--- config.mk ---
export PLATFORM = sky130hd
export DESIGN_NAME = icache_top
export DESIGN_NICKNAME = d
export VERILOG_FILES = /design/src/verilog/icache_pkg.sv /design/src/verilog/axil_pkg.sv /design/src/verilog/icache_lookup.sv /design/src/verilog/icache_ctrl.sv /design/src/verilog/icache_fill.sv /design/src/verilog/icache_data.sv /design/src/verilog/icache_top.sv
export SDC_FILE = /design/constraint.sdc
export NUM_CORES = 2
export LEC_CHECK = 0
export BUFFER_PORTS_ARGS = -buffer_cell sky130_fd_sc_hd__buf_4
export CAP_MARGIN = 20
export CORE_UTILIZATION = 40
export DETAILED_ROUTE_END_ITERATION = 12
export HOLD_SLACK_MARGIN = 0.1
export PLACE_DENSITY_LB_ADDON = 0.15
export SLEW_MARGIN = 40
export SYNTH_ARGS = -nofsm -noshare
export SYNTH_HDL_FRONTEND = slang
export SYNTH_SLANG_ARGS = --single-unit
export TNS_END_PERCENT = 20
--- constraint.sdc ---
create_clock -name clk -period 5.9 [get_ports clk]
set_clock_uncertainty 0.1 [all_clocks]
set_input_delay 0.885 -clock clk [delete_from_list [all_inputs] [get_ports clk]]
set_output_delay 0.885 -clock clk [all_outputs]
set_load 0.1 [all_outputs]
--- src/verilog/icache_pkg.sv ---
/*
 * Instruction cache core-side types.
 * Byte address, instruction word and the payload
 * of a fetch request from the core.
 */

`default_nettype none

package icache_pkg;

    // --------------------
    // Basic widths.
    // --------------------

    // Byte address on the fetch port.
    typedef logic [31:0] addr_t;

    // Instruction or memory word.
    typedef logic [31:0] word_t;

    // --------------------
    // Fetch request.
    // --------------------

    // Payload that travels with i_fetch_valid.
    typedef struct packed {
        addr_t addr;
    } fetch_req_t;

endpackage

`default_nettype wire

--- src/verilog/axil_pkg.sv ---
/*
 * AXI4-Lite read channel definitions.
 * AR and R payload structs and the response codes.
 */

`default_nettype none

package axil_pkg;

    // Response codes.
    typedef logic [1:0] resp_t;

    localparam resp_t RESP_OKAY   = 2'b00;
    localparam resp_t RESP_EXOKAY = 2'b01;
    localparam resp_t RESP_SLVERR = 2'b10;
    localparam resp_t RESP_DECERR = 2'b11;

    // --------------------
    // Read channels.
    // --------------------

    // Read address channel payload.
    typedef struct packed {
        logic [31:0] addr;
        logic [2:0]  prot;
    } ar_t;

    // Read data channel payload.
    typedef struct packed {
        logic [31:0] data;
        resp_t       resp;
    } r_t;

endpackage

`default_nettype wire

--- src/verilog/icache_lookup.sv ---
/*
 * Instruction cache decode stage.
 * Registers the fetch address, splits it into tag, index
 * and word offset, and checks the tag and valid arrays.
 * Also commits the tag of a freshly filled line.
 */

`default_nettype none

module icache_lookup #(
    parameter int NUM_LINES  = 16,
    parameter int LINE_WORDS = 4
) (
    input  logic                          clk,
    input  logic                          arst,

    input  logic                          i_start,
    input  icache_pkg::fetch_req_t        i_req,
    input  logic                          i_tag_we,
    input  logic                          i_flush,

    output logic                          o_hit,
    output logic [$clog2(NUM_LINES)-1:0]  o_index,
    output logic [$clog2(LINE_WORDS)-1:0] o_offset,
    output icache_pkg::addr_t             o_line_base
);

    localparam int IDX_W = $clog2(NUM_LINES);
    localparam int OFF_W = $clog2(LINE_WORDS);
    localparam int TAG_W = 32 - IDX_W - OFF_W - 2;

    typedef logic [TAG_W-1:0] tag_t;
    typedef logic [IDX_W-1:0] index_t;

    icache_pkg::fetch_req_t req_q;
    tag_t                   req_tag;
    index_t                 req_index;

    tag_t                   tag_mem [NUM_LINES];
    logic [NUM_LINES-1:0]   valid_q;

    // --------------------
    // Request capture.
    // --------------------

    always_ff @(posedge clk) begin
        if (i_start) begin
            req_q <= i_req;
        end
    end

    // Address split.
    assign req_tag   = req_q.addr[31 -: TAG_W];
    assign req_index = req_q.addr[OFF_W + 2 +: IDX_W];

    assign o_index     = req_index;
    assign o_offset    = req_q.addr[2 +: OFF_W];
    assign o_line_base = {req_tag, req_index, {(OFF_W + 2){1'b0}}};

    // Tag compare.
    assign o_hit = valid_q[req_index] && (tag_mem[req_index] == req_tag);

    // --------------------
    // Tag and valid arrays.
    // --------------------

    always_ff @(posedge clk) begin
        if (i_tag_we) begin
            tag_mem[req_index] <= req_tag;
        end
    end

    // Flush wipes every line at once.
    always_ff @(posedge clk, posedge arst) begin
        if (arst) begin
            valid_q <= '0;
        end else if (i_flush) begin
            valid_q <= '0;
        end else if (i_tag_we) begin
            valid_q[req_index] <= 1'b1;
        end
    end

    // Flush only happens in idle, tag commit only at the end of a fill.
    a_no_flush_on_commit : assert property (
        @(posedge clk) disable iff (arst) !(i_tag_we && i_flush)
    );

endmodule

`default_nettype wire

--- src/verilog/icache_ctrl.sv ---
/*
 * Instruction cache execute stage.
 * Three-state controller that accepts a fetch, runs the
 * tag lookup, starts a line fill on a miss and commits
 * the new tag once the last word has arrived.
 */

`default_nettype none

module icache_ctrl (
    input  logic clk,
    input  logic arst,

    input  logic i_fetch_valid,
    input  logic i_flush_req,
    input  logic i_hit,
    input  logic i_fill_last,

    output logic o_fetch_ready,
    output logic o_lookup_start,
    output logic o_flush,
    output logic o_fill_active,
    output logic o_tag_we,
    output logic o_resp_valid
);

    typedef enum logic [1:0] {
        IDLE   = 2'b00,
        LOOKUP = 2'b01,
        FILL   = 2'b10
    } state_t;

    state_t state_q;
    state_t state_d;

    // --------------------
    // State register.
    // --------------------

    always_ff @(posedge clk, posedge arst) begin
        if (arst) begin
            state_q <= IDLE;
        end else begin
            state_q <= state_d;
        end
    end

    // Next state.
    always_comb begin
        state_d = state_q;
        case (state_q)
            IDLE: begin
                if (o_lookup_start) begin
                    state_d = LOOKUP;
                end
            end
            LOOKUP: begin
                state_d = i_hit ? IDLE : FILL;
            end
            FILL: begin
                // Back to lookup, which now hits on the new line.
                if (i_fill_last) begin
                    state_d = LOOKUP;
                end
            end
            default: state_d = IDLE;
        endcase
    end

    // --------------------
    // Outputs.
    // --------------------

    assign o_fetch_ready  = (state_q == IDLE);
    assign o_flush        = (state_q == IDLE) && i_flush_req;
    assign o_lookup_start = (state_q == IDLE) && i_fetch_valid && !i_flush_req;
    assign o_resp_valid   = (state_q == LOOKUP) && i_hit;
    assign o_fill_active  = (state_q == FILL);
    assign o_tag_we       = (state_q == FILL) && i_fill_last;

    // The fill engine only reports a last beat for a fill we started.
    a_last_in_fill : assert property (
        @(posedge clk) disable iff (arst) i_fill_last |-> (state_q == FILL)
    );

endmodule

`default_nettype wire

--- src/verilog/icache_fill.sv ---
/*
 * Instruction cache line fill engine.
 * AXI4-Lite read master that fetches one line as a run
 * of single-word reads, one outstanding at a time, and
 * flags the final word as the last beat.
 */

`default_nettype none

module icache_fill #(
    parameter int LINE_WORDS = 4
) (
    input  logic                          clk,
    input  logic                          arst,

    input  logic                          i_active,
    input  icache_pkg::addr_t             i_line_base,

    output logic                          o_m_arvalid,
    output axil_pkg::ar_t                 o_m_ar,
    input  logic                          i_m_arready,
    input  logic                          i_m_rvalid,
    input  axil_pkg::r_t                  i_m_r,
    output logic                          o_m_rready,

    output logic                          o_we,
    output icache_pkg::word_t             o_word,
    output logic [$clog2(LINE_WORDS)-1:0] o_offset,
    output logic                          o_last
);

    localparam int OFF_W = $clog2(LINE_WORDS);

    typedef logic [OFF_W-1:0] offset_t;

    typedef enum logic {
        ADDR = 1'b0,
        DATA = 1'b1
    } state_t;

    state_t  state_q;
    offset_t cnt_q;
    logic    arvalid_q;
    logic    active_q;
    logic    beat;
    logic    last_beat;

    assign beat      = (state_q == DATA) && i_m_rvalid;
    assign last_beat = beat && (cnt_q == offset_t'(LINE_WORDS - 1));

    // --------------------
    // Word sequencer.
    // --------------------

    always_ff @(posedge clk, posedge arst) begin
        if (arst) begin
            state_q   <= ADDR;
            cnt_q     <= '0;
            arvalid_q <= 1'b0;
            active_q  <= 1'b0;
        end else begin
            active_q <= i_active;
            case (state_q)
                ADDR: begin
                    if (i_active && !active_q) begin
                        arvalid_q <= 1'b1;
                    end else if (arvalid_q && i_m_arready) begin
                        arvalid_q <= 1'b0;
                        state_q   <= DATA;
                    end
                end
                DATA: begin
                    if (beat) begin
                        state_q <= ADDR;
                        // Next word goes out right after this one lands.
                        if (!last_beat) begin
                            cnt_q     <= cnt_q + 1'b1;
                            arvalid_q <= 1'b1;
                        end
                    end
                end
                default: state_q <= ADDR;
            endcase
            if (!i_active) begin
                cnt_q <= '0;
            end
        end
    end

    // --------------------
    // AXI and fill outputs.
    // --------------------

    assign o_m_arvalid = arvalid_q;
    assign o_m_ar      = '{addr: i_line_base + icache_pkg::addr_t'({cnt_q, 2'b00}),
                           prot: 3'b000};
    assign o_m_rready  = (state_q == DATA);

    assign o_we     = beat;
    assign o_word   = i_m_r.data;
    assign o_offset = cnt_q;
    assign o_last   = last_beat;

    a_ar_stable : assert property (
        @(posedge clk) disable iff (arst)
        (o_m_arvalid && !i_m_arready) |=> (o_m_arvalid && $stable(o_m_ar))
    );

    // No error recovery, so a bad response must never come back.
    a_resp_okay : assert property (
        @(posedge clk) disable iff (arst)
        (i_m_rvalid && o_m_rready) |-> (i_m_r.resp == axil_pkg::RESP_OKAY)
    );

endmodule

`default_nettype wire

--- src/verilog/icache_data.sv ---
/*
 * Instruction cache result stage.
 * Word array of NUM_LINES lines by LINE_WORDS words.
 * Takes fill words during a line fill and reads out the
 * requested instruction for the response.
 */

`default_nettype none

module icache_data #(
    parameter int NUM_LINES  = 16,
    parameter int LINE_WORDS = 4
) (
    input  logic                          clk,

    // Lookup side.
    input  logic [$clog2(NUM_LINES)-1:0]  i_index,
    input  logic [$clog2(LINE_WORDS)-1:0] i_offset,

    // Fill side.
    input  logic                          i_we,
    input  logic [$clog2(LINE_WORDS)-1:0] i_wr_offset,
    input  icache_pkg::word_t             i_wr_word,

    output icache_pkg::word_t             o_instr
);

    localparam int IDX_W = $clog2(NUM_LINES);
    localparam int OFF_W = $clog2(LINE_WORDS);

    typedef logic [IDX_W-1:0] index_t;
    typedef logic [OFF_W-1:0] offset_t;

    index_t            line_sel;
    offset_t           rd_sel;
    offset_t           wr_sel;

    icache_pkg::word_t mem [NUM_LINES][LINE_WORDS];

    assign line_sel = i_index;
    assign rd_sel   = i_offset;
    assign wr_sel   = i_wr_offset;

    // --------------------
    // Fill write.
    // --------------------

    // The line being filled is always the one under lookup.
    always_ff @(posedge clk) begin
        if (i_we) begin
            mem[line_sel][wr_sel] <= i_wr_word;
        end
    end

    // --------------------
    // Instruction read.
    // --------------------

    // Combinational, so a hit answers in the lookup cycle.
    assign o_instr = mem[line_sel][rd_sel];

endmodule

`default_nettype wire

--- src/verilog/icache_top.sv ---
/*
 * Direct-mapped instruction cache top level.
 * Joins lookup, controller, fill engine and data array
 * to the core fetch port and the AXI4-Lite read port.
 */

`default_nettype none

module icache_top #(
    parameter int NUM_LINES  = 16,
    parameter int LINE_WORDS = 4
) (
    input  logic                   clk,
    input  logic                   arst,

    // Fetch port.
    input  logic                   i_fetch_valid,
    input  icache_pkg::fetch_req_t i_fetch_req,
    output logic                   o_fetch_ready,
    output logic                   o_fetch_rvalid,
    output icache_pkg::word_t      o_fetch_instr,

    input  logic                   i_flush,

    // AXI4-Lite read master.
    output logic                   o_m_arvalid,
    output axil_pkg::ar_t          o_m_ar,
    input  logic                   i_m_arready,
    input  logic                   i_m_rvalid,
    input  axil_pkg::r_t           i_m_r,
    output logic                   o_m_rready
);

    localparam int IDX_W = $clog2(NUM_LINES);
    localparam int OFF_W = $clog2(LINE_WORDS);

    // --------------------
    // Internal wires.
    // --------------------

    logic              lookup_start;
    logic              flush;
    logic              hit;
    logic [IDX_W-1:0]  line_index;
    logic [OFF_W-1:0]  word_offset;
    icache_pkg::addr_t line_base;

    logic              fill_active;
    logic              fill_we;
    icache_pkg::word_t fill_word;
    logic [OFF_W-1:0]  fill_offset;
    logic              fill_last;
    logic              tag_we;

    icache_lookup #(
        .NUM_LINES  (NUM_LINES),
        .LINE_WORDS (LINE_WORDS)
    ) u_lookup (
        .clk         (clk),
        .arst        (arst),
        .i_start     (lookup_start),
        .i_req       (i_fetch_req),
        .i_tag_we    (tag_we),
        .i_flush     (flush),
        .o_hit       (hit),
        .o_index     (line_index),
        .o_offset    (word_offset),
        .o_line_base (line_base)
    );

    icache_ctrl u_ctrl (
        .clk            (clk),
        .arst           (arst),
        .i_fetch_valid  (i_fetch_valid),
        .i_flush_req    (i_flush),
        .i_hit          (hit),
        .i_fill_last    (fill_last),
        .o_fetch_ready  (o_fetch_ready),
        .o_lookup_start (lookup_start),
        .o_flush        (flush),
        .o_fill_active  (fill_active),
        .o_tag_we       (tag_we),
        .o_resp_valid   (o_fetch_rvalid)
    );

    icache_fill #(
        .LINE_WORDS (LINE_WORDS)
    ) u_fill (
        .clk         (clk),
        .arst        (arst),
        .i_active    (fill_active),
        .i_line_base (line_base),
        .o_m_arvalid (o_m_arvalid),
        .o_m_ar      (o_m_ar),
        .i_m_arready (i_m_arready),
        .i_m_rvalid  (i_m_rvalid),
        .i_m_r       (i_m_r),
        .o_m_rready  (o_m_rready),
        .o_we        (fill_we),
        .o_word      (fill_word),
        .o_offset    (fill_offset),
        .o_last      (fill_last)
    );

    icache_data #(
        .NUM_LINES  (NUM_LINES),
        .LINE_WORDS (LINE_WORDS)
    ) u_data (
        .clk         (clk),
        .i_index     (line_index),
        .i_offset    (word_offset),
        .i_we        (fill_we),
        .i_wr_offset (fill_offset),
        .i_wr_word   (fill_word),
        .o_instr     (o_fetch_instr)
    );

endmodule

`default_nettype wire

==> results.yml <==
outcome:
  outcome: "complete, no violations"
timing:
  rsz0062_at_grt: "false"
  hold_viol: 0
  fin_crit_ns: 5.57
  fin_setup_tns_ns: 0
  setup_violations: 0
  relSlewSlack_pct: 43.3
  fmax_ghz: 0.180
  fin_crit_sh_pct: 94.4
  drv_slew: 0
  worst_pin_slew_ns: 0.848
worst_setup_path:
  r2r_setup_slack_ns: 2.31
  endpoint_kind: "output port"
  cp-start-kind: "register"
  critPathMaxFanout: 28
  worst-setup-path-type: "reg -> out"
  cp.arrival_ns: 4.58
  rr_worst_depth: 10
  cp.required_ns: 4.91
  rr_endpoint: "u_ctrl.state_q[1]"
power_and_ir_drop:
  power.density_mw_per_mm2: 374
  leakage_nw: 34.9
  peakVddDrop_v: 0.000327
place:
  io_buffers: 133
  hpwl_um: 147000
  place_congestion: 0.745
  placed_cell_area_mm2: 0.103
logic_synthesis:
  syn_inst: 3878
  async_flop_share_pct: 0.924
  synthFlopType: "edfxtp_1"
  synth_edf_count: 2462
  yosysSeqAreaShare_pct: 78.3
  synth_area_leaders: "edfxtp_1 (78%), mux4_2 (17%), mux2i_1 (0.62%)"
  yosys.area.top_type: "edfxtp_1"
  yosysUniqueCellTypes: 61
  synth_top_area_share_pct: 77.6
  yosys-top-cells-count: "edfxtp_1 (2,462), mux4_2 (738), nor2_1 (95), buf_2 (85), mux2i_1 (59)"
  synth_area_per_cell_um2: 24.6
  syn_area_mm2: 0.0953
  synth_most_common_cell: "edfxtp_1"
  ys_warn_count: 0
  synth-seq-cells: 2489
global_route:
  grt_pass1_vias: 45450
  grt_util_met2_pct: 33.7
  grt_util_met3_pct: 4.22
  grt_pass1_wl_um: 357000
  grt_usage_pct: 21.2
  overflow: 0
  grt_busiest_layer: "met2"
  grt_antenna_before_repair: 14
  grt_start_max_net_pins: 89
  use_met1_pct: 29.9
hold_path:
  hold_class: "in -> reg"
  min_to: "u_fill.o_m_rready"
  worstHoldStart: "i_m_rvalid"
  whs_path_depth: 3
routing:
  wl_per_cell_um: 33.3
  ant_nets: 0
  drtPass1Iterations: 5
  num_vias: 44061
  viasPerCell: 5.73
  drc_errors: 0
  wl_um: 256000
  drt_iter0_markers: 4552
floorplanning:
  initial_core_util_pct: 40.4
  die_h_um: 490
  ios: 143
  die_w_um: 490
  design.die.area_mm2: 0.240
  core_area_mm2: 0.236
  row_count: 178
clocking:
  tritoncts: "yes"
  clockRootBuffer: "clkbuf_16"
  htreeDepth: 5
  clockBufferDepth: 4
  cts_buffers: 283
  cts.sink_count: 2489
  insertion_delay_ns: 0.91
  clkSlewWorstSetupHoldPaths_ns: 0.05
cells_and_area:
  area_delta_synth_final_pct: 17.2
  layout.nets: 4415
  multi_input_area_mm2: 0.0203
  final_layout_size_suffix_gt1_share_pct: 34.7
  nFillCells: 19239
  regArea_mm2: 0.0746
  fin_util_pct: 47.3
  fin_area_mm2: 0.112
job:
  max_cap_viol_count: 0
[layout by cell type (no fill, tap or decap), types with 52 or more instances in the layout]
cell / n
edfxtp_1: 2462
mux4_2: 738
clkbuf_16: 292
buf_4: 254
nor2_4: 80
mux2i_1: 59
buf_12: 58
clkbuf_1: 54
clkinv_1: 53
nand2_1: 52
[cell families after synthesis]
logic type / share of synthesized area (%)
AND/OR/NAND/NOR: 1.01
AO/OA/AOI/OAI: 0.758
multiplexers: 18.6
buffers and inverters: 1.11
other: 0.00394
adder cells (fa/ha/maj): 0.0525
XOR/XNOR: 0.211
flip-flops: 78.3
[sequential cells by signal (all words and copies together), names as in the netlist, named ones only]
signal              count
u_fill.active_q         1
u_fill.o_m_rready       1
u_lookup.valid_q       16
u_fill.o_offset         2
u_fill.o_m_arvalid      1
u_lookup.req_q         30
u_ctrl.state_q          2
u_data.mem           2048
u_lookup.tag_mem      384
[routing by layer]
| metal | up-vias | wire, um |
|---|---|---|
| li1 | 17745 | - |
| met1 | 24405 | 109000 |
| met2 | 1497 | 124000 |
| met3 | 406 | 16300 |
| met4 | 8 | 6940 |
| met5 | - | 52 |
[stage by stage]
stage	worst slack, ns	hold WS [ns]	power, mW	std cells
floorplan	0.535	0.359	23.7	3882
global placement	0.819	0.368	25.4	7136
detailed placement	0.926	0.375	25.5	7170
CTS	0.213	0.261	42.3	7680
global route	0.0833	0.329	43.1	7683
finish	0.330	0.321	41.8	7688
[final cells by class]
| type | count | area share (%) |
|---|---|---|
| Timing Repair Buffer | 378 | 3.64 |
| Clock buffer | 346 | 6.72 |
| Clock inverter | 131 | 1.09 |
| Multi-Input combinational cell | 1176 | 18.2 |
| Tap cell | 3150 | 3.53 |
| Inverter | 11 | 0.0392 |
| Antenna cell | 7 | 0.0157 |
| Sequential cell | 2489 | 66.8 |
[what timing repair did]
item / in CTS / in global routing
setup endpoints to repair: 5 / 0
endpoints found under the hold margin: 59 / 0
setup buffers: 1 / 0
resized for setup: 1 / 0
hold buffers: 32 / 0
[worst max-delay path by stage]
stage | to | slack [ns]
2_1_floorplan | register | 0.54
3_3_place_gp | o_fetch_instr[15] | 0.82
3_5_place_dp | o_fetch_instr[17] | 0.93
4_1_cts | o_fetch_rvalid | 0.21
5_1_grt | o_fetch_rvalid | 0.08
6_report | o_fetch_rvalid | 0.33
[worst max-delay path, cell delays in order (launching register included)]
cell,delay (ns)
dfxtp_4,0.49
buf_12,0.23
buf_12,0.20
buf_12,0.23
mux4_1,0.35
a22o_1,0.27
a221oi_1,0.25
xor2_1,0.34
o211ai_1,0.15
or4_4,0.60
nor4_2,0.20
buf_4,0.35
[power by group]
| part | total [mW] | switching (mW) | internal (mW) |
|---|---|---|---|
| Combinational | 5.29 | 3.14 | 2.15 |
| Clock | 16.8 | 6.80 | 10.0 |
| Sequential | 19.7 | 0.163 | 19.6 |
| Total | 41.8 | 10.1 | 31.7 |
Note: power is estimated with default switching activity, not from simulation.
